File: config.mk
export PLATFORM = sky130hd
export DESIGN_NAME = i2c_command_regs
export DESIGN_NICKNAME = d
export VERILOG_FILES = /design/src/i2c_command_regs.sv
export VERILOG_INCLUDE_DIRS = /design/src /design/src/src
export SDC_FILE = /design/constraint.sdc
export NUM_CORES = 1
export LEC_CHECK = 0
export BUFFER_PORTS_ARGS = -buffer_cell sky130_fd_sc_hd__buf_2
export CAP_MARGIN = 10
export CORE_MARGIN = 5
export CORE_UTILIZATION = 37
export CTS_CLUSTER_SIZE = 40
export DETAILED_ROUTE_END_ITERATION = 6
export PLACE_DENSITY = 0.75
export SLEW_MARGIN = 5
export SYNTH_ARGS = -nofsm -noshare
export SYNTH_HDL_FRONTEND = slang
export SYNTH_SLANG_ARGS = --single-unit
File: constraint.sdc
create_clock -name clock -period 0.8 [get_ports clock]
set_clock_uncertainty 0.05 [all_clocks]
set_input_delay 0.08 -clock clock [delete_from_list [all_inputs] [get_ports clock]]
set_output_delay 0.08 -clock clock [all_outputs]
set_load 0.05 [all_outputs]
File: src/i2c_consts.svh
`ifndef I2C_CONSTS_SVH
`define I2C_CONSTS_SVH

// bus field widths
`define I2C_ADDR_WIDTH      7
`define I2C_BYTE_WIDTH      8

// divider value from the host
`define I2C_DIVIDER_WIDTH   16

// divider ticks in one bit operation
`define I2C_PHASES_PER_BIT  4

// commands the host may have outstanding
`define I2C_HOST_CREDITS    1

`endif

File: src/i2c_command_regs.sv
`timescale 1ns/1ps
`include "i2c_consts.svh"

module i2c_command_regs (
    input  logic                            clock,
    input  logic                            reset_n,
    input  logic                            cmd_valid,
    input  logic                            cmd_read,
    input  logic [`I2C_ADDR_WIDTH-1:0]      cmd_device_address,
    input  logic [`I2C_BYTE_WIDTH-1:0]      cmd_register_address,
    input  logic [`I2C_BYTE_WIDTH-1:0]      cmd_write_data,
    input  logic [`I2C_DIVIDER_WIDTH-1:0]   cmd_divider,
    input  logic                            txn_done,
    input  logic                            txn_ack_error,
    input  logic [`I2C_BYTE_WIDTH-1:0]      txn_read_data,
    output logic                            txn_start,
    output logic                            saved_read,
    output logic [`I2C_ADDR_WIDTH-1:0]      saved_device_address,
    output logic [`I2C_BYTE_WIDTH-1:0]      saved_register_address,
    output logic [`I2C_BYTE_WIDTH-1:0]      saved_write_data,
    output logic [`I2C_DIVIDER_WIDTH-1:0]   divider,
    output logic                            credit_return,
    output logic [`I2C_BYTE_WIDTH-1:0]      read_data,
    output logic                            ack_error
);

localparam int CREDIT_WIDTH = $clog2(`I2C_HOST_CREDITS + 1);

logic [CREDIT_WIDTH-1:0] in_flight;

// command held until the next one arrives
always_ff @(posedge clock) begin
    if (cmd_valid) begin
        saved_read              <= cmd_read;
        saved_device_address    <= cmd_device_address;
        saved_register_address  <= cmd_register_address;
        saved_write_data        <= cmd_write_data;
        divider                 <= cmd_divider;
    end
end

always_ff @(posedge clock) begin
    if (!reset_n) begin
        txn_start       <= 1'b0;
        credit_return   <= 1'b0;
        in_flight       <= '0;
        read_data       <= '0;
        ack_error       <= 1'b0;
    end
    else begin
        txn_start       <= cmd_valid;
        credit_return   <= txn_done;
        // slot freed at completion, credit follows a cycle later
        in_flight       <= in_flight + CREDIT_WIDTH'(cmd_valid) - CREDIT_WIDTH'(txn_done);
        if (txn_done) begin
            read_data   <= txn_read_data;
            ack_error   <= txn_ack_error;
        end
    end
end

// host must hold a credit for every command
assert property (@(posedge clock) disable iff (!reset_n)
    cmd_valid |-> (in_flight < `I2C_HOST_CREDITS));

endmodule

After elaboration in Yosys (flattened, before gate mapping)
Index checks and enable logic that the tools add are counted.
Storage, ports and cells
  word-level logic and storage cells: 9
  bits of input ports: 53
  register bits: 51
  output and inout port bits: 51

Longest topological paths before layout
  depth in word-level cells: 0
  depth in mapped cells: 3
  depth with buffers taken out: 2

Worst setup path before layout
Ideal clock, no wire load.
  path kind: register to register
  start point: reg ack_error (netlist name)
  end point: reg ack_error
  slack: -0.153 ns
  library setup time: 0.066 ns
  stages on the path, launching flop included: 3
  buffers on the path: 0
  arrival: 0.838 ns
  period minus slack after synthesis: 0.953 ns
  required time: 0.684 ns
  cells stage by stage: dfxtp_1 > mux2i_1 > nor2b_1
RTL lines
  to (signal assigned): line i2c_command_regs.sv:57  | ack_error <= txn_ack_error;
  to (decl): line i2c_command_regs.sv:24  | output logic ack_error

Worst setup path in the final report
  start point: reg saved_read
  end point: out saved_read
RTL lines
  from (decl): line i2c_command_regs.sv:17  | output logic saved_read,
  from (signal assigned): line i2c_command_regs.sv:34  | saved_read <= cmd_read;
No word-level cell between the ends.

==> results.toml <==
[worst_setup_path]
critical_path.top_delay_family = "flip-flops"
cp_slowest_stage_delay_ns = 0.41
worstPathMaxFanout = 1
crit_slowest_cell = "edfxtp_1"
endpoint_kind = "output port"
critical_path_required_ns = 0.67
crit_chain = "buf_6"
start_kind = "flop"
crit_type = "reg2out"
cp_num_buf_inv = 1
cp.arrival_ns = 0.88

[global_routing]
grt_overflow = 0
grt_start_max_net_pins = 31
grt.busiest_layer = "met2"
grt_pass1_vias = 1340
grt_usage_pct = 15.83
gr-usage-met3_pct = 6.464
antenna_found_initial = 0
grtUsageMet1_pct = 14.53
use_met2_pct = 31.54
grt_pass1_wl_um = 6348

[placed_design]
io_buffers = 103
placed_area_sq_um = 2206
gp_congestion = 0.7153
dpl.cell_count = 227

[synth]
synth_area_sq_um = 1597
postSynthAreaPerCell_sq_um = 21.87
synth_cell_type_count = 8
ys_ff_latch = 51
synth_nets = 126
synth_top_area_share_pct = 75.24
synth_edf_count = 40
synthCells = 73
synth_common_cells = "edfxtp_1, dfxtp_1, mux2i_1, nor2b_1"
synth_fa_ha_area_share_pct = 0
yosysWarnings = 0
async_flop_share_pct = 0
synth-simple-area-share_pct = 4.389
synth.largest_area_cell = "edfxtp_1"
muxShareOfSynthArea_pct = 5.643
synthFlopType = "edfxtp_1"
synth_area_leaders = "edfxtp_1, dfxtp_1, mux2i_1, nor2b_1, buf_6"
synth_top_family_by_area = "multiplexers"
yosysMostFrequentCell = "edfxtp_1"
synthXorXnorAreaFrac_pct = 0
synth_seq_area_share_pct = 89.03
synth_compound_area_share_pct = 0

[cells_and_area]
final_nets = 283
layout-drive-gt1-share_pct = 52.81
final_cells = 281
design_area_sq_um = 3157
diodes = 0
area_delta_synth_final_pct = 97.73

[drt]
wl_per_cell_um = 15.79
dr.pass1.iters = 2
drtIter0Drc = 36
drtAntennaViolNets = 0
drc = 0
wl_um = 4437
viasPerCell = 4.221
via_count = 1186

[power]
seqPwrFrac_pct = 49.4
comb_power_share_pct = 24.5
leakagePower_nw = 1.373
switchingPower_mw = 1.779
power_density_nw_per_um2 = 2041
internal_power_mw = 4.664
p_sw_share_pct = 27.61
vdd_drop_max_uv = 1151
clockPowerShare_pct = 26.2

[clocking]
cts_tree = "done"
cts_made_buffers = 5
root_buffer = "clkbuf_8"
clock_path_buffers = 2
post_cts_buffers = 0
cts_sinks = 51
clk_latency_ns = 0.29
htreeDepth = 2
cts.reportedPaths.clkPinSlew_ns = 0.08

[sta]
rsz0062_at_grt = "true"
final-hold-violation-count = 0
slew_headroom_pct = 81.17
setup_viol_count_final = 51
tightestPinTransition_ns = 0.2824
max_freq_ghz = 0.9884
tns_ns = -8.578
setup_ws_ns = -0.2118
whs_ns = 0.05663
post-route-period-util_pct = 126.5
period_needed_ns = 1.012
slew_violations = 0

[run_status]
violations = "setup timing"
outcome = "finished, violations left"

[die]
die_w_um = 75.69
core_area_sq_um = 4086
io_pins = 104
die_area_sq_um = 5729
num_rows = 23
die_y_um = 75.69
start_util_pct = 39.07

[worst_hold_path]
hold_path.class = "in2reg"

[flow_run]
maxCapViolCount = 0
[layer usage]
layer	share of wire, %	wire (um)
met1	32	1425
met2	57	2536
met3	9.7	430
met4	0.99	44
met5	0	0
[per-stage QoR]
stage / setup WS (ns) / power, mW / util (%)
2_1_floorplan: 0.01194 / 3.953 / -
3_3_place_gp: 0.002534 / 4.298 / 53.98
3_5_place_dp: 0.008853 / 4.315 / 53.98
4_1_cts: -0.2188 / 6.483 / 76.94
5_1_grt: -0.2590 / 6.705 / 77.25
6_report: -0.2118 / 6.443 / 77.25
[worst paths after layout]
path                start      endpoint  slack [ns]  cells past startpoint
max reg2reg  read_data[1]  read_data[1]        0.09                      2
min reg2reg     ack_error     ack_error        0.49                      2
max            saved_read    saved_read       -0.21                      1
min               reset_n  read_data[5]        0.06                      2
[power groups by stage]
stage,logic (mW),clock network (mW),registers (mW)
after floorplan,0.0653,0,3.89
after global placement,1.12,0,3.18
after detailed placement,1.14,0,3.18
after CTS,1.56,1.74,3.18
after global routing,1.64,1.86,3.20
final,1.58,1.68,3.18
[cells by family (layout without fill, tap and decap cells)]
| kind of cell | count (synthesis) | in the layout |
|---|---|---|
| buffers and inverters | 2 | 160 |
| multiplexers | 9 | 9 |
| AND/OR/NAND/NOR | 11 | 11 |
| flip-flops | 51 | 51 |
[flip-flops by register name, indices dropped and copies added, names as in the netlist, 7 cells and up]
signal / cells
divider: 16
saved_register_address: 8
read_data: 8
saved_device_address: 7
saved_write_data: 8
[cell type report]
| class | instances | area, sq um |
|---|---|---|
| clock buffers | 5 | 68.82 |
| well taps | 50 | 62.56 |
| fillers | 247 | 929.6 |
| clock inverters | 3 | 38.79 |
| multi-input cells | 20 | 160.2 |
| repair buffers | 152 | 1391 |
| flip-flops and latches | 51 | 1435 |
[timing repair]
action                     4_1_cts  5_1_grt
setup endpoints to repair       51       56
gates resized for setup        109        8
hold buffers                    49        0
hold endpoints to repair        49        0
[cell usage in the layout, fill, tap and decap left out, drive strengths merged]
cell type	instances
clkbuf	5
dlymetal6s4s	2
nor2b	9
dlygate4sd3	47
bufinv	1
dfxtp	11
edfxtp	40
buf	103
and2	2
mux2i	9
clkinv	2
(Power assumes the default switching activity.)
