--- config.mk ---
export PLATFORM = sky130hd
export DESIGN_NAME = i2c_bit_engine
export DESIGN_NICKNAME = d
export VERILOG_FILES = /design/src/i2c_bus_pkg.sv /design/src/i2c_bit_engine.sv
export VERILOG_INCLUDE_DIRS = /design/src /design/src/src
export SDC_FILE = /design/constraint.sdc
export NUM_CORES = 1
export LEC_CHECK = 0
export BUFFER_PORTS_ARGS = -buffer_cell sky130_fd_sc_hd__clkbuf_2
export CORE_MARGIN = 1.5
export CORE_UTILIZATION = 50
export DETAILED_ROUTE_END_ITERATION = 8
export GPL_TIMING_DRIVEN = 0
export PLACE_DENSITY = 0.79
export REMOVE_ABC_BUFFERS = 1
export SETUP_SLACK_MARGIN = 0.15
export SYNTH_ARGS = -nofsm -noshare
export SYNTH_HDL_FRONTEND = slang
export SYNTH_SLANG_ARGS = --single-unit
--- constraint.sdc ---
create_clock -name clock -period 2.19 [get_ports clock]
set_input_delay 0.3285 -clock clock [delete_from_list [all_inputs] [get_ports clock]]
set_output_delay 0.3285 -clock clock [all_outputs]
set_load 0.02 [all_outputs]
--- src/i2c_consts.svh ---
`ifndef I2C_CONSTS_SVH
`define I2C_CONSTS_SVH

// bus field widths
`define I2C_ADDR_WIDTH      7
`define I2C_BYTE_WIDTH      8

// divider value from the host
`define I2C_DIVIDER_WIDTH   16

// divider ticks in one bit operation
`define I2C_PHASES_PER_BIT  4

// commands the host may have outstanding
`define I2C_HOST_CREDITS    1

`endif

--- src/i2c_bus_pkg.sv ---
`include "i2c_consts.svh"

package i2c_bus_pkg;

    // single operations on the two lines
    typedef enum logic [2:0] {
        OP_START,
        OP_REPEATED_START,
        OP_STOP,
        OP_WRITE_BIT,
        OP_READ_BIT
    } bit_op_t;

    // quarter of one bit operation
    typedef logic [$clog2(`I2C_PHASES_PER_BIT)-1:0] phase_t;

endpackage

--- src/i2c_bit_engine.sv ---
`timescale 1ns/1ps
`include "i2c_consts.svh"

module i2c_bit_engine
    import i2c_bus_pkg::*;
(
    input  logic                            clock,
    input  logic                            reset_n,
    input  logic [`I2C_DIVIDER_WIDTH-1:0]   divider,
    input  logic                            op_start,
    input  bit_op_t                         op,
    input  logic                            op_bit,
    input  logic                            serial_data_in,
    output logic                            op_done,
    output logic                            sampled_bit,
    output logic                            serial_clock_low,
    output logic                            serial_data_low
);

localparam phase_t LAST_PHASE = phase_t'(`I2C_PHASES_PER_BIT - 1);

logic                           busy;
logic                           tick;
phase_t                         phase;
logic [`I2C_DIVIDER_WIDTH-1:0]  tick_count;
bit_op_t                        active_op;

assign tick     = busy && (tick_count == divider);
assign op_done  = tick && (phase == LAST_PHASE);

////////////////////
// tick and phase counting

// divider restarts with each operation
always_ff @(posedge clock) begin
    if (!reset_n) begin
        busy        <= 1'b0;
        phase       <= '0;
        tick_count  <= '0;
    end
    else if (op_start) begin
        busy        <= 1'b1;
        phase       <= '0;
        tick_count  <= '0;
    end
    else if (tick) begin
        tick_count  <= '0;
        phase       <= phase + 1'b1;
        if (phase == LAST_PHASE) begin
            busy    <= 1'b0;
        end
    end
    else if (busy) begin
        tick_count  <= tick_count + 1'b1;
    end
end

always_ff @(posedge clock) begin
    if (op_start) begin
        active_op   <= op;
    end
    // sampled just before scl falls
    if (tick && phase == phase_t'(2)) begin
        sampled_bit <= serial_data_in;
    end
end

////////////////////
// line control

always_ff @(posedge clock) begin
    if (!reset_n) begin
        serial_clock_low    <= 1'b0;
        serial_data_low     <= 1'b0;
    end
    else if (op_start) begin
        // sda moves only while scl is low
        case (op)
            OP_WRITE_BIT:       serial_data_low <= !op_bit;
            OP_STOP:            serial_data_low <= 1'b1;
            OP_START:           serial_data_low <= serial_data_low;
            default:            serial_data_low <= 1'b0;
        endcase
    end
    else if (tick) begin
        case (active_op)
            OP_START: begin
                if (phase == phase_t'(1)) begin
                    serial_data_low <= 1'b1;
                end
                if (phase == LAST_PHASE) begin
                    serial_clock_low <= 1'b1;
                end
            end
            OP_REPEATED_START: begin
                if (phase == phase_t'(1)) begin
                    serial_clock_low <= 1'b0;
                end
                if (phase == phase_t'(2)) begin
                    serial_data_low <= 1'b1;
                end
                if (phase == LAST_PHASE) begin
                    serial_clock_low <= 1'b1;
                end
            end
            OP_STOP: begin
                if (phase == phase_t'(0)) begin
                    serial_clock_low <= 1'b0;
                end
                // sda rises with scl high
                if (phase == phase_t'(2)) begin
                    serial_data_low <= 1'b0;
                end
            end
            default: begin
                // data bit, scl high for two phases
                if (phase == phase_t'(0)) begin
                    serial_clock_low <= 1'b0;
                end
                if (phase == phase_t'(2)) begin
                    serial_clock_low <= 1'b1;
                end
            end
        endcase
    end
end

assert property (@(posedge clock) disable iff (!reset_n) op_start |-> !busy);

endmodule

Word level (Yosys, flattened, before mapping) --
Cells that the tools add are included.
Word-level totals: logic and storage cells 56, register bits 25
Operators by class: add/subtract/negate cells 2, reduce and logical (&&, ||, !) cells 15, equality and inequality tests 14, bitwise logic cells 2, multiplexer cells 16
Operator list (count):
- adder 16 x 1 -> 16 bit (second input constant) | 1
- equality test 16 bit | 1
- two-way mux 1 bit | 13
- != test 3 bit (second input constant) | 4
- equality test 3 x 2 -> 1 bit (second input constant) | 3
- one-hot mux 1 bit (3 select lines) | 3
- zero test 3 bit | 2
- AND reduction 6 bit | 1
- equality test 2 bit (second input constant) | 2
- != test 2 bit (second input constant) | 2
- AND reduction 4 bit | 1
- nonzero test 2 bit | 2
- nonzero test 4 bit | 1
- equality test 3 x 1 -> 1 bit (second input constant) | 1
- logical AND 1 bit | 3
- OR reduction 3 bit | 1
- adder 2 x 1 -> 2 bit (second input constant) | 1
- equality test 2 x 1 -> 1 bit (second input constant) | 1
- zero test 2 bit | 1
- NOT 1 bit | 2
- AND reduction 2 bit | 1
- OR reduction 2 bit | 1
- zero test 1 bit | 1

Longest topological paths before layout --
depth in word-level cells 5, gate-level depth with buffers 7, gate-level depth less buffers 7

Worst setup path after synthesis --
Ideal clock, no wire load.
path kind register to output, start point register tick_count[5], end point output op_done, arrival time 1.674 ns, slack 0.187 ns, cell stages (with the launch flop) 5, buffers on the path 0, data required time 1.862 ns, cell sequence dfxtp_1 > xor2_1 > nor4_2 > nand3_2 > nor4_1
Between the ends: word-level cells in the longest chain between the ends 3
Ends and longest elaborated chain:
- start, declared | RTL line i2c_bit_engine.sv:25 | logic [`I2C_DIVIDER_WIDTH-1:0] tick_count;
- start signal, assigned | RTL line i2c_bit_engine.sv:54 | tick_count <= tick_count + 1'b1;
- equality test 16 bit | RTL line i2c_bit_engine.sv:28 | assign tick = busy && (tick_count == divider);
- logical AND 1 bit | RTL line i2c_bit_engine.sv:28
- logical AND 1 bit | RTL line i2c_bit_engine.sv:29 | assign op_done = tick && (phase == LAST_PHASE);
- end, declared | RTL line i2c_bit_engine.sv:14 | output logic op_done,
No other way between the ends.

Worst setup path after layout --
start point register tick_count[4], end point output op_done
The elaborated chain is that of the path after synthesis.

==> reports/metrics.yaml <==
pwr:
  powerDensity_nw_per_um2: 444.5
  power_mw: 0.7719
  p_leak_nw: 0.6736
  vdd_drop_max_v: 0.0003601
worst_setup_path:
  crit_chain: "xor2_1 -> nor4_4 -> nand2_1 -> nor4_2 -> clkbuf_4"
  arrival_ps: 1710
  worstReg2RegStart: "tick_count[10]"
  path_class: "reg2out"
  start_kind: "flip-flop"
  crit_fanout: 3
  cp-end-kind: "primary output"
  crit_slowest_cell: "dfxtp_2"
  worstSetupStartpoint: "tick_count[4]"
  cpPeakStageDelay_ps: 360
  required_ps: 1860
clocking:
  htree_levels: 1
  cts_buffers: 3
  clockRootBuffer: "clkbuf_4"
  clock-sinks: 25
  clockBufferDepth: 2
  cts_tree: "yes"
  path_clk_slew_ps: 130
  clk_latency_ps: 310
  postCtsHoldBufs: 0
drt:
  wl_per_cell_um: 13.12
  firstDrtPassIters: 4
  drc: 0
  viasPerCell: 5.469
  wl_um: 2965
  dr_total_vias: 1236
  drt-initial-drc-count: 46
  route.antenna.remaining_nets: 0
timing:
  relSlewSlack_pct: 72.72
  finalHoldViolCount: 0
  worst_pin_slew_ps: 398.8
  setup_viol: 0
  tns_ps: 0
  rsz0062_at_grt: "true"
  post-route-min-period_ps: 2040
  skew_ps: 3.291
  fin_crit_sh_pct: 93.16
  fmax_mhz: 490.2
  finalMaxSlewViolations: 0
layout:
  drive_gt1_share_pct: 29.74
  final_common_cell: "clkbuf_2"
  mostFrequentLayoutCells: "clkbuf_2, nor2_1, xor2_1, dfxtp_1, xnor2_1"
  fillCellCount: 235
  antenna_cells: 0
  area_growth_pct: 19.14
  nets: 225
yosys:
  ys_seq_elements: 25
  synth.avg_cell_area_um2: 9.226
  ys_seq_area_share_pct: 37.08
  synth-edff-count: 4
  synthCells: 158
  syn_area_um2: 1458
  yosys_warnings: 0
  synth_ff_type: "dfxtp_1"
  synth_top_area_share_pct: 28.84
  synth_cell_types: 37
  yosysTopAreaCell: "dfxtp_1"
  async_reset_ff_share_pct: 0
  synth_area_leaders: "dfxtp_1, xor2_1, edfxtp_1"
floorplanning:
  die_h_um: 57.00
  boundaryPins: 28
  fp.dieArea_um2: 3248
  fp.dieW_um: 57.00
  placementRows: 19
  initial_core_util_pct: 52.86
  core_um2: 2758
place:
  hpwl_um: 2203
  io_buffers: 27
  place_congestion: 0.7581
global_route:
  grt_use_total_pct: 19.92
  antenna_found_initial: 0
  grt_max_degree: 17
  grt_pass1_wl_um: 5126
  grt_pass1_vias: 1225
  globalRoute.totalOverflow: 0
status:
  status: "finished clean"
job:
  maxCapViolCount: 0
hold_path:
  min_from: "serial_data_in"
  hp-class: "in2reg"
## synthesized netlist by cell type (2+ instances only)
cell,number
nor3_1,4
edfxtp_1,4
nor2_1,23
and3_1,2
nand3_2,2
o21ai_0,5
a31oi_1,2
nand2_1,8
xnor2_1,11
nor4_4,2
inv_1,9
a21oi_1,6
nand3_1,7
nand4_1,4
mux2i_1,2
dfxtp_1,21
nor4_1,2
ha_1,5
xor2_1,21
## layer usage
layer	routed length [µm]	vias up	GRT usage, %
met5	0	-	0
met4	73	0	12.29
met3	119	10	2.948
met2	1545	37	33.83
met1	1226	567	23.63
li1	-	622	-
## critical path: cells and delay by family (launching register included)
kind	cells	cell delay, ps
simple gates	3	660
xor+xnor	1	180
flops	1	360
buf+inv	1	200
## area by class of cell
type | instances | area (µm²) | share of cell area [%]
timing repair buffer | 36 | 205.2 | 11.82
multi-input combinational | 121 | 875.8 | 50.43
tap | 31 | 38.79 | 2.233
clock buffer | 4 | 26.28 | 1.513
inverter | 9 | 33.78 | 1.945
sequential | 25 | 556.8 | 32.06
## where the power goes
group / internal [mW] / leakage [nW] / switching (mW)
Clock: 0.0711 / 0.0150 / 0.127
Sequential: 0.472 / 0.213 / 0.0119
Combinational: 0.0431 / 0.446 / 0.0467
Total: 0.586 / 0.674 / 0.186
## flip-flops by register name, indices dropped and copies added, names as in the netlist, named ones only
signal,flops
phase,2
serial_data_low,1
tick_count,16
sampled_bit,1
busy,1
active_op,3
## through the flow
stage,hold WS (ps),setup slack [ps],cell area (µm²),utilization [%],std cells
2_1_floorplan,427.4,184.4,1436,-,155
3_5_place_dp,460.7,220.9,1610,58.39,213
6_report,184.7,149.9,1737,62.98,226
3_3_place_gp,450.1,240.2,1610,58.39,213
4_1_cts,174.8,148.0,1737,62.98,226
5_1_grt,163.5,31.01,1737,62.98,226
## timing repair
action                                  CTS  global route
cloned                                    0             0
buffers inserted                          9             0
pin swaps                                 8             0
resized for setup                        13             0
hold endpoints to repair                  0             0
endpoints found under the setup margin    1             1
## path summary, 6_finish.rpt
kind                                         to  slack [ps]  depth (start not counted)
worst max-delay path                    op_done         150                          5
worst min-delay path                sampled_bit         180                          1
worst max register to register      sampled_bit         340                          5
worst min register to register  serial_data_low         470                          2
## kinds of logic after synthesis
logic type               Yosys count  share of synthesized area (%)
buffers and inverters             12                          3.776
adder cells (fa/ha/maj)            5                          4.292
AND/OR/NAND/NOR                   62                          24.46
XOR/XNOR                          32                          19.23
multiplexers                       2                          1.373
flip-flops                        25                          37.08
AO/OA/AOI/OAI                     20                          9.786
(Power assumes the default switching activity.)
