## config.mk

```make
export PLATFORM = sky130hd
export DESIGN_NAME = i2c_byte_sequencer
export DESIGN_NICKNAME = d
export VERILOG_FILES = /design/src/i2c_bus_pkg.sv /design/src/i2c_txn_pkg.sv /design/src/i2c_byte_sequencer.sv
export VERILOG_INCLUDE_DIRS = /design/src /design/src/src
export SDC_FILE = /design/constraint.sdc
export NUM_CORES = 1
export LEC_CHECK = 0
export ABC_AREA = 1
export BUFFER_PORTS_ARGS = -buffer_cell sky130_fd_sc_hd__buf_4
export CAP_MARGIN = 10
export CORE_MARGIN = 1.5
export CORE_UTILIZATION = 40
export DETAILED_ROUTE_END_ITERATION = 6
export MAX_ROUTING_LAYER = met4
export SYNTH_ARGS = -nofsm -noshare
export SYNTH_HDL_FRONTEND = slang
export SYNTH_SLANG_ARGS = --single-unit
```

## constraint.sdc

```tcl
create_clock -name clock -period 2.5 [get_ports clock]
set_input_delay 0.5 -clock clock [delete_from_list [all_inputs] [get_ports clock]]
set_output_delay 0.5 -clock clock [all_outputs]
set_load 0.02 [all_outputs]
```

## src/i2c_consts.svh

```systemverilog
`ifndef I2C_CONSTS_SVH
`define I2C_CONSTS_SVH

// bus field widths
`define I2C_ADDR_WIDTH      7
`define I2C_BYTE_WIDTH      8

// divider value from the host
`define I2C_DIVIDER_WIDTH   16

// divider ticks in one bit operation
`define I2C_PHASES_PER_BIT  4

// commands the host may have outstanding
`define I2C_HOST_CREDITS    1

`endif

```

## src/i2c_bus_pkg.sv

```systemverilog
`include "i2c_consts.svh"

package i2c_bus_pkg;

    // single operations on the two lines
    typedef enum logic [2:0] {
        OP_START,
        OP_REPEATED_START,
        OP_STOP,
        OP_WRITE_BIT,
        OP_READ_BIT
    } bit_op_t;

    // quarter of one bit operation
    typedef logic [$clog2(`I2C_PHASES_PER_BIT)-1:0] phase_t;

endpackage

```

## src/i2c_txn_pkg.sv

```systemverilog
`include "i2c_consts.svh"

package i2c_txn_pkg;

    // register transaction steps
    typedef enum logic [3:0] {
        S_IDLE,
        S_START,
        S_DEVICE_WRITE,
        S_REGISTER,
        S_DATA,
        S_RESTART,
        S_DEVICE_READ,
        S_READ_DATA,
        S_MASTER_NACK,
        S_STOP
    } txn_state_t;

    typedef logic [`I2C_BYTE_WIDTH-1:0] byte_t;

endpackage

```

## src/i2c_byte_sequencer.sv

```systemverilog
`timescale 1ns/1ps
`include "i2c_consts.svh"

module i2c_byte_sequencer
    import i2c_bus_pkg::*;
    import i2c_txn_pkg::*;
(
    input  logic                        clock,
    input  logic                        reset_n,
    input  logic                        txn_start,
    input  logic                        saved_read,
    input  logic [`I2C_ADDR_WIDTH-1:0]  saved_device_address,
    input  logic [`I2C_BYTE_WIDTH-1:0]  saved_register_address,
    input  logic [`I2C_BYTE_WIDTH-1:0]  saved_write_data,
    input  logic                        op_done,
    input  logic                        sampled_bit,
    output logic                        op_start,
    output bit_op_t                     op,
    output logic                        op_bit,
    output logic                        txn_done,
    output logic                        txn_ack_error,
    output byte_t                       txn_read_data
);

localparam int MSB          = `I2C_BYTE_WIDTH - 1;
localparam int COUNT_WIDTH  = $clog2(`I2C_BYTE_WIDTH + 1);
localparam logic [COUNT_WIDTH-1:0] LAST_BIT = COUNT_WIDTH'(`I2C_BYTE_WIDTH - 1);
localparam logic [COUNT_WIDTH-1:0] ACK_SLOT = COUNT_WIDTH'(`I2C_BYTE_WIDTH);

txn_state_t             state;
byte_t                  shift_reg;
byte_t                  load_byte;
logic [COUNT_WIDTH-1:0] bit_count;
logic                   pending;

// byte that follows the current step
always_comb begin
    case (state)
        S_START:        load_byte = {saved_device_address, 1'b0};
        S_DEVICE_WRITE: load_byte = saved_register_address;
        S_REGISTER:     load_byte = saved_write_data;
        default:        load_byte = {saved_device_address, 1'b1};
    endcase
end

always_ff @(posedge clock) begin
    if (!reset_n) begin
        state           <= S_IDLE;
        op_start        <= 1'b0;
        txn_done        <= 1'b0;
        txn_ack_error   <= 1'b0;
        txn_read_data   <= '0;
        pending         <= 1'b0;
    end
    else begin
        op_start    <= 1'b0;
        txn_done    <= 1'b0;
        if (op_start) begin
            pending <= 1'b1;
        end
        else if (op_done) begin
            pending <= 1'b0;
        end

        case (state)
            S_IDLE: begin
                if (txn_start) begin
                    txn_ack_error   <= 1'b0;
                    state           <= S_START;
                    op              <= OP_START;
                    op_start        <= 1'b1;
                end
            end
            S_START, S_RESTART: begin
                if (op_done) begin
                    state       <= (state == S_START) ? S_DEVICE_WRITE : S_DEVICE_READ;
                    bit_count   <= '0;
                    op          <= OP_WRITE_BIT;
                    op_bit      <= load_byte[MSB];
                    shift_reg   <= load_byte << 1;
                    op_start    <= 1'b1;
                end
            end
            S_DEVICE_WRITE, S_REGISTER, S_DATA, S_DEVICE_READ: begin
                if (op_done) begin
                    op_start <= 1'b1;
                    if (bit_count < LAST_BIT) begin
                        bit_count   <= bit_count + 1'b1;
                        op          <= OP_WRITE_BIT;
                        op_bit      <= shift_reg[MSB];
                        shift_reg   <= shift_reg << 1;
                    end
                    else if (bit_count == LAST_BIT) begin
                        bit_count   <= ACK_SLOT;
                        op          <= OP_READ_BIT;
                    end
                    else if (sampled_bit) begin
                        // no acknowledge from the slave
                        txn_ack_error   <= 1'b1;
                        state           <= S_STOP;
                        op              <= OP_STOP;
                    end
                    else begin
                        bit_count   <= '0;
                        op          <= OP_WRITE_BIT;
                        op_bit      <= load_byte[MSB];
                        shift_reg   <= load_byte << 1;
                        case (state)
                            S_DEVICE_WRITE: state <= S_REGISTER;
                            S_REGISTER: begin
                                if (saved_read) begin
                                    state   <= S_RESTART;
                                    op      <= OP_REPEATED_START;
                                end
                                else begin
                                    state   <= S_DATA;
                                end
                            end
                            S_DATA: begin
                                state   <= S_STOP;
                                op      <= OP_STOP;
                            end
                            default: begin
                                state   <= S_READ_DATA;
                                op      <= OP_READ_BIT;
                            end
                        endcase
                    end
                end
            end
            S_READ_DATA: begin
                if (op_done) begin
                    op_start    <= 1'b1;
                    shift_reg   <= {shift_reg[MSB-1:0], sampled_bit};
                    if (bit_count == LAST_BIT) begin
                        txn_read_data   <= {shift_reg[MSB-1:0], sampled_bit};
                        state           <= S_MASTER_NACK;
                        op              <= OP_WRITE_BIT;
                        op_bit          <= 1'b1;
                    end
                    else begin
                        bit_count   <= bit_count + 1'b1;
                        op          <= OP_READ_BIT;
                    end
                end
            end
            S_MASTER_NACK: begin
                if (op_done) begin
                    state       <= S_STOP;
                    op          <= OP_STOP;
                    op_start    <= 1'b1;
                end
            end
            S_STOP: begin
                if (op_done) begin
                    state       <= S_IDLE;
                    txn_done    <= 1'b1;
                end
            end
            default: state <= S_IDLE;
        endcase
    end
end

// one operation in flight at a time
assert property (@(posedge clock) disable iff (!reset_n) op_start |-> !pending);

// a busy state always has an operation issued or in flight
assert property (@(posedge clock) disable iff (!reset_n)
    (state != S_IDLE) |-> (op_start || pending));

endmodule

```

# Yosys cells after proc, flatten, opt, wreduce, memory -nomap -nowiden
# Cells that the tools add are included.
# classes
n_addsub	1
magnitude_cmp	1
eq_ne	24
mux	58
reduce_logical	15
# op_table
operator	count
$mux W4	16
$mux W8	6
$pmux W8 S3	2
$mux W3	10
$pmux W4 S3	2
$pmux W4 S6	1
$ne A2 B2 Y1 const B	11
$reduce_and A7 Y1	3
$eq A4 B3 Y1 const B	5
$mux W1	15
$pmux W3 S5	1
$pmux W3 S3	1
$reduce_and A9 Y1	1
$eq A4 B2 Y1 const B	2
$eq A4 B4 Y1 const B	2
$reduce_and A8 Y1	1
$reduce_or A8 Y1	1
$ne A3 B3 Y1 const B	2
$reduce_and A6 Y1	1
$reduce_bool A5 Y1	1
$add A4 B1 Y4 const B	1
$eq A4 B1 Y1 const B	1
$logic_not A4 Y1	1
$lt A4 B3 Y1 const B	1
10 further kinds	11
# word_totals
ff_bits	31
in_bits	29

# Logic depth before layout (Yosys ltp)
# logic_depth
depth_word	7
depth_mapped	10

# Least setup slack after synthesis
# No wires, ideal clock.
# synth_timing
path_type	reg-to-reg
from	reg bit_count[0]
to	reg shift_reg[0], enable pin
setup_time_ns	0.370
arrival_ns	1.509
t_required_ns	2.130
setup_slack_ns	0.620
path_stages_with_launch	7
n_path_buf	0
period_less_slack_ns	1.880
cell_sequence	edfxtp_1 -> ha_1 -> nand3_2 -> nand2_1 -> nand3_1 -> nand2_1 -> nor2_1
# synth_between
elab_chain_cells	3
word_cells_on_any_way	5
classes_between	order compare: 1; eq/ne: 3; reduce/logical: 1
# synth_lines
element	line	text
from (decl)	i2c_byte_sequencer.sv:33	logic [COUNT_WIDTH-1:0] bit_count;
from (signal assigned)	i2c_byte_sequencer.sv:88	bit_count <= bit_count + 1'b1;
from (signal assigned)	i2c_byte_sequencer.sv:142	bit_count <= bit_count + 1'b1;
$lt A4 B3 Y1 / $eq A4 B3 Y1 (equally long branches)	i2c_byte_sequencer.sv:87, i2c_byte_sequencer.sv:93	
$ne A3 B3 Y1 (no source line)	n/a	
$reduce_and A7 Y1 (no source line) (*)	n/a	
to (signal assigned)	i2c_byte_sequencer.sv:80	shift_reg <= load_byte << 1;
to (signal assigned)	i2c_byte_sequencer.sv:91	shift_reg <= shift_reg << 1;
to (signal assigned)	i2c_byte_sequencer.sv:107	shift_reg <= load_byte << 1;
to (decl)	i2c_byte_sequencer.sv:31	byte_t shift_reg;
# Mark *: on every way between the ends. The rest lies on a longest branch, timed or not.
# A chain may end at the register's enable or synchronous reset.

# Final worst setup path
# layout_timing
from	reg state[2]
to	reg shift_reg[4], enable pin
# layout_between
elab_chain_cells	4
word_cells_on_any_way	16
classes_between	eq/ne: 12; reduce/logical: 4
# layout_lines
element	line	text
from (decl)	i2c_byte_sequencer.sv:30	txn_state_t state;
from (signal assigned)	i2c_byte_sequencer.sv:76	state <= (state == S_START) ? S_DEVICE_WRITE : S_DEVICE_READ;
$eq A4 B2 Y1 (tied with other cells)	i2c_byte_sequencer.sv:65	case (state)
$reduce_or A4 Y1 / $reduce_or A2 Y1 (equally long branches)	i2c_byte_sequencer.sv:65	
$ne A3 B3 Y1 (no source line) (tied with other cells)	n/a	
$reduce_and A7 Y1 (no source line) (*)	n/a	
# Marks and branches as above.

==> impl_metrics.tcl <==
set metrics [dict create \
    status "complete, no violations" \
    grt_pass1_wl_um 7417 \
    fin_tns_setup_ns 0 \
    worst_pin_slew_ns 0.4818 \
    skew_ns 0.01014 \
    insertion_delay_ns 0.29 \
    max_cap_viol_count 0 \
    synth_edf_count 16 \
    arrival_ns 2.00 \
    hp-class "reg2reg" \
    ant_nets 0 \
    drc 0 \
    yosysSeqAreaShare 0.4274 \
    required_ns 2.50 \
    grt.overflow.total 0 \
    clk_pin_slew_worst_paths_ns 0.07 \
    root_buffer "clkbuf_8" \
    syn_to_final_growth_pct 24.25 \
    hold_ws_ns 0.4466 \
    antenna_found_initial 0 \
    worstPathMaxFanout 13 \
    drtIter0Drc 96 \
    synthCells 241 \
    slew_headroom 0.6784 \
    wl_per_cell_um 12.88 \
    yosysWarnings 0 \
    num-fill-cells 459 \
    ios 44 \
    finalHoldViolations 0 \
    diodes 0 \
    design.die.area_sq_um 4982 \
    cts_setup_buffers 0 \
    critPathCaptureType "flop" \
    p_per_area_nw_per_um2 983.5 \
    dp_hpwl_um 3477 \
    ys_types 33 \
    viasPerCell 5.192 \
    start_kind "flop" \
    grt_usage 0.1964 \
    ir_drop_mv 0.4513 \
    power_leakage_nw 1.093 \
    wl_um 4365 \
    hold_buffers 0 \
    ys_top_cells_by_count "nand2_1 (66), nand3_1 (38), nor2_1 (21)" \
    maxSlewViolCount 0 \
    async_reset_ff_frac 0 \
    fin_area_sq_um 2270 \
    numPortBuffers 43 \
    yosys_most_used_dff "edfxtp_1" \
    cts.path.max_buffers 2 \
    synth_most_common_cell "nand2_1" \
    rsz0062_at_grt "no" \
    die_width_um 70.58 \
    grt_max_degree 15 \
    drive_gt1_frac 0.2439 \
    multiInputGateArea_sq_um 924.6 \
    cts_htree_levels 2 \
    critPathKind "reg2reg" \
    fin_crit_sh 0.8018 \
    post-route-min-period_ns 2.004 \
    core.rowCount 24 \
    cts.sinks 31 \
    finalSetupViolations 0 \
    register_area_sq_um 780.7 \
    synth_area_leaders "edfxtp_1 (26%), dfxtp_1 (16%), nand2_1 (14%)" \
    syn_nets 271 \
    synth_seq_cells 31 \
    fmax_mhz 498.9 \
    cts_made_buffers 5 \
    coreArea_sq_um 4384 \
    yosys.area.top_type "edfxtp_1" \
    initial_core_util 0.4167 \
    avgSynthCellArea_sq_um 7.580 \
    synth_top_area_share 0.2630 \
    grt_pass1_vias 1570 \
    cts_tree "built" \
    die_h_um 70.58 \
    place_area_sq_um 2186 \
    route.vias.total 1760 \
    nets 316 \
    place.gp.congestion 0.8820 \
    power.total_mw 2.232 \
    drt-pass1-iter-count 4 \
    cts.repair.resized 0 \
    syn_area_sq_um 1827 \
]
stage by stage:
stage | util | worst slack [ns] | cells
2_1_floorplan | - | 0.6203 | 241
3_3_place_gp | 0.4986 | 0.5915 | 331
3_5_place_dp | 0.4986 | 0.5213 | 331
4_1_cts | 0.5177 | 0.5115 | 339
5_1_grt | 0.5177 | 0.3253 | 339
6_report | 0.5177 | 0.4955 | 339
cell families after synthesis:
logic type	Yosys count	share of synthesized area
AND/OR/NAND/NOR	153	0.4158
flip-flops	31	0.4274
buffers and inverters	28	0.06645
adder cells (fa/ha/maj)	1	0.006848
AO/OA/AOI/OAI	26	0.07397
XOR/XNOR	2	0.009591
power by group:
part | switching [mW] | internal, mW
Clock | 0.190 | 0.190
Sequential | 0.0900 | 0.715
Combinational | 0.692 | 0.355
placed cells by master, fill, tap and decap left out, types with 2 or more instances in the layout:
cell,instances
edfxtp_1,16
nand3_1,38
a21oi_1,14
nor2_4,3
inv_2,2
dfxtp_1,15
buf_4,44
clkbuf_8,5
o21ai_0,9
nand4_1,10
nand2_2,2
nand2_1,66
clkinv_2,3
nor2_1,21
nand2_4,4
inv_1,19
area by class of cell:
| class | count | area share |
|---|---|---|
| well taps | 52 | 0.02867 |
| inverters | 22 | 0.03749 |
| multi-input cells | 182 | 0.4074 |
| flip-flops and latches | 31 | 0.3440 |
| repair buffers | 44 | 0.1455 |
| clock buffers | 5 | 0.03032 |
| clock inverters | 3 | 0.006615 |
metal layers:
metal	GRT usage	share of wire	up-vias
li1	-	-	904
met1	0.2739	0.48	784
met2	0.2851	0.44	64
met3	0.03989	0.063	8
met4	0.06918	0.018	0
met5	-	0	-
final timing paths:
kind | from | end | slack [ns] | cells after the start
min | txn_ack_error | txn_ack_error | 0.45 | 2
max | state[2] | shift_reg[4] | 0.50 | 9
max reg2reg | state[2] | shift_reg[4] | 0.50 | 9
min reg2reg | txn_ack_error | txn_ack_error | 0.45 | 2
worst max-delay path, cell delays in order (launching register included):
cell and delay [ns]:
dfxtp_1 0.48, nor2_4 0.14, nand2_4 0.15, nand2_4 0.14, nor2_4 0.15, inv_4 0.08
nand2_4 0.08, nand4_1 0.14, nor2_1 0.17, buf_4 0.19
Note: power is estimated with default switching activity, not from simulation.
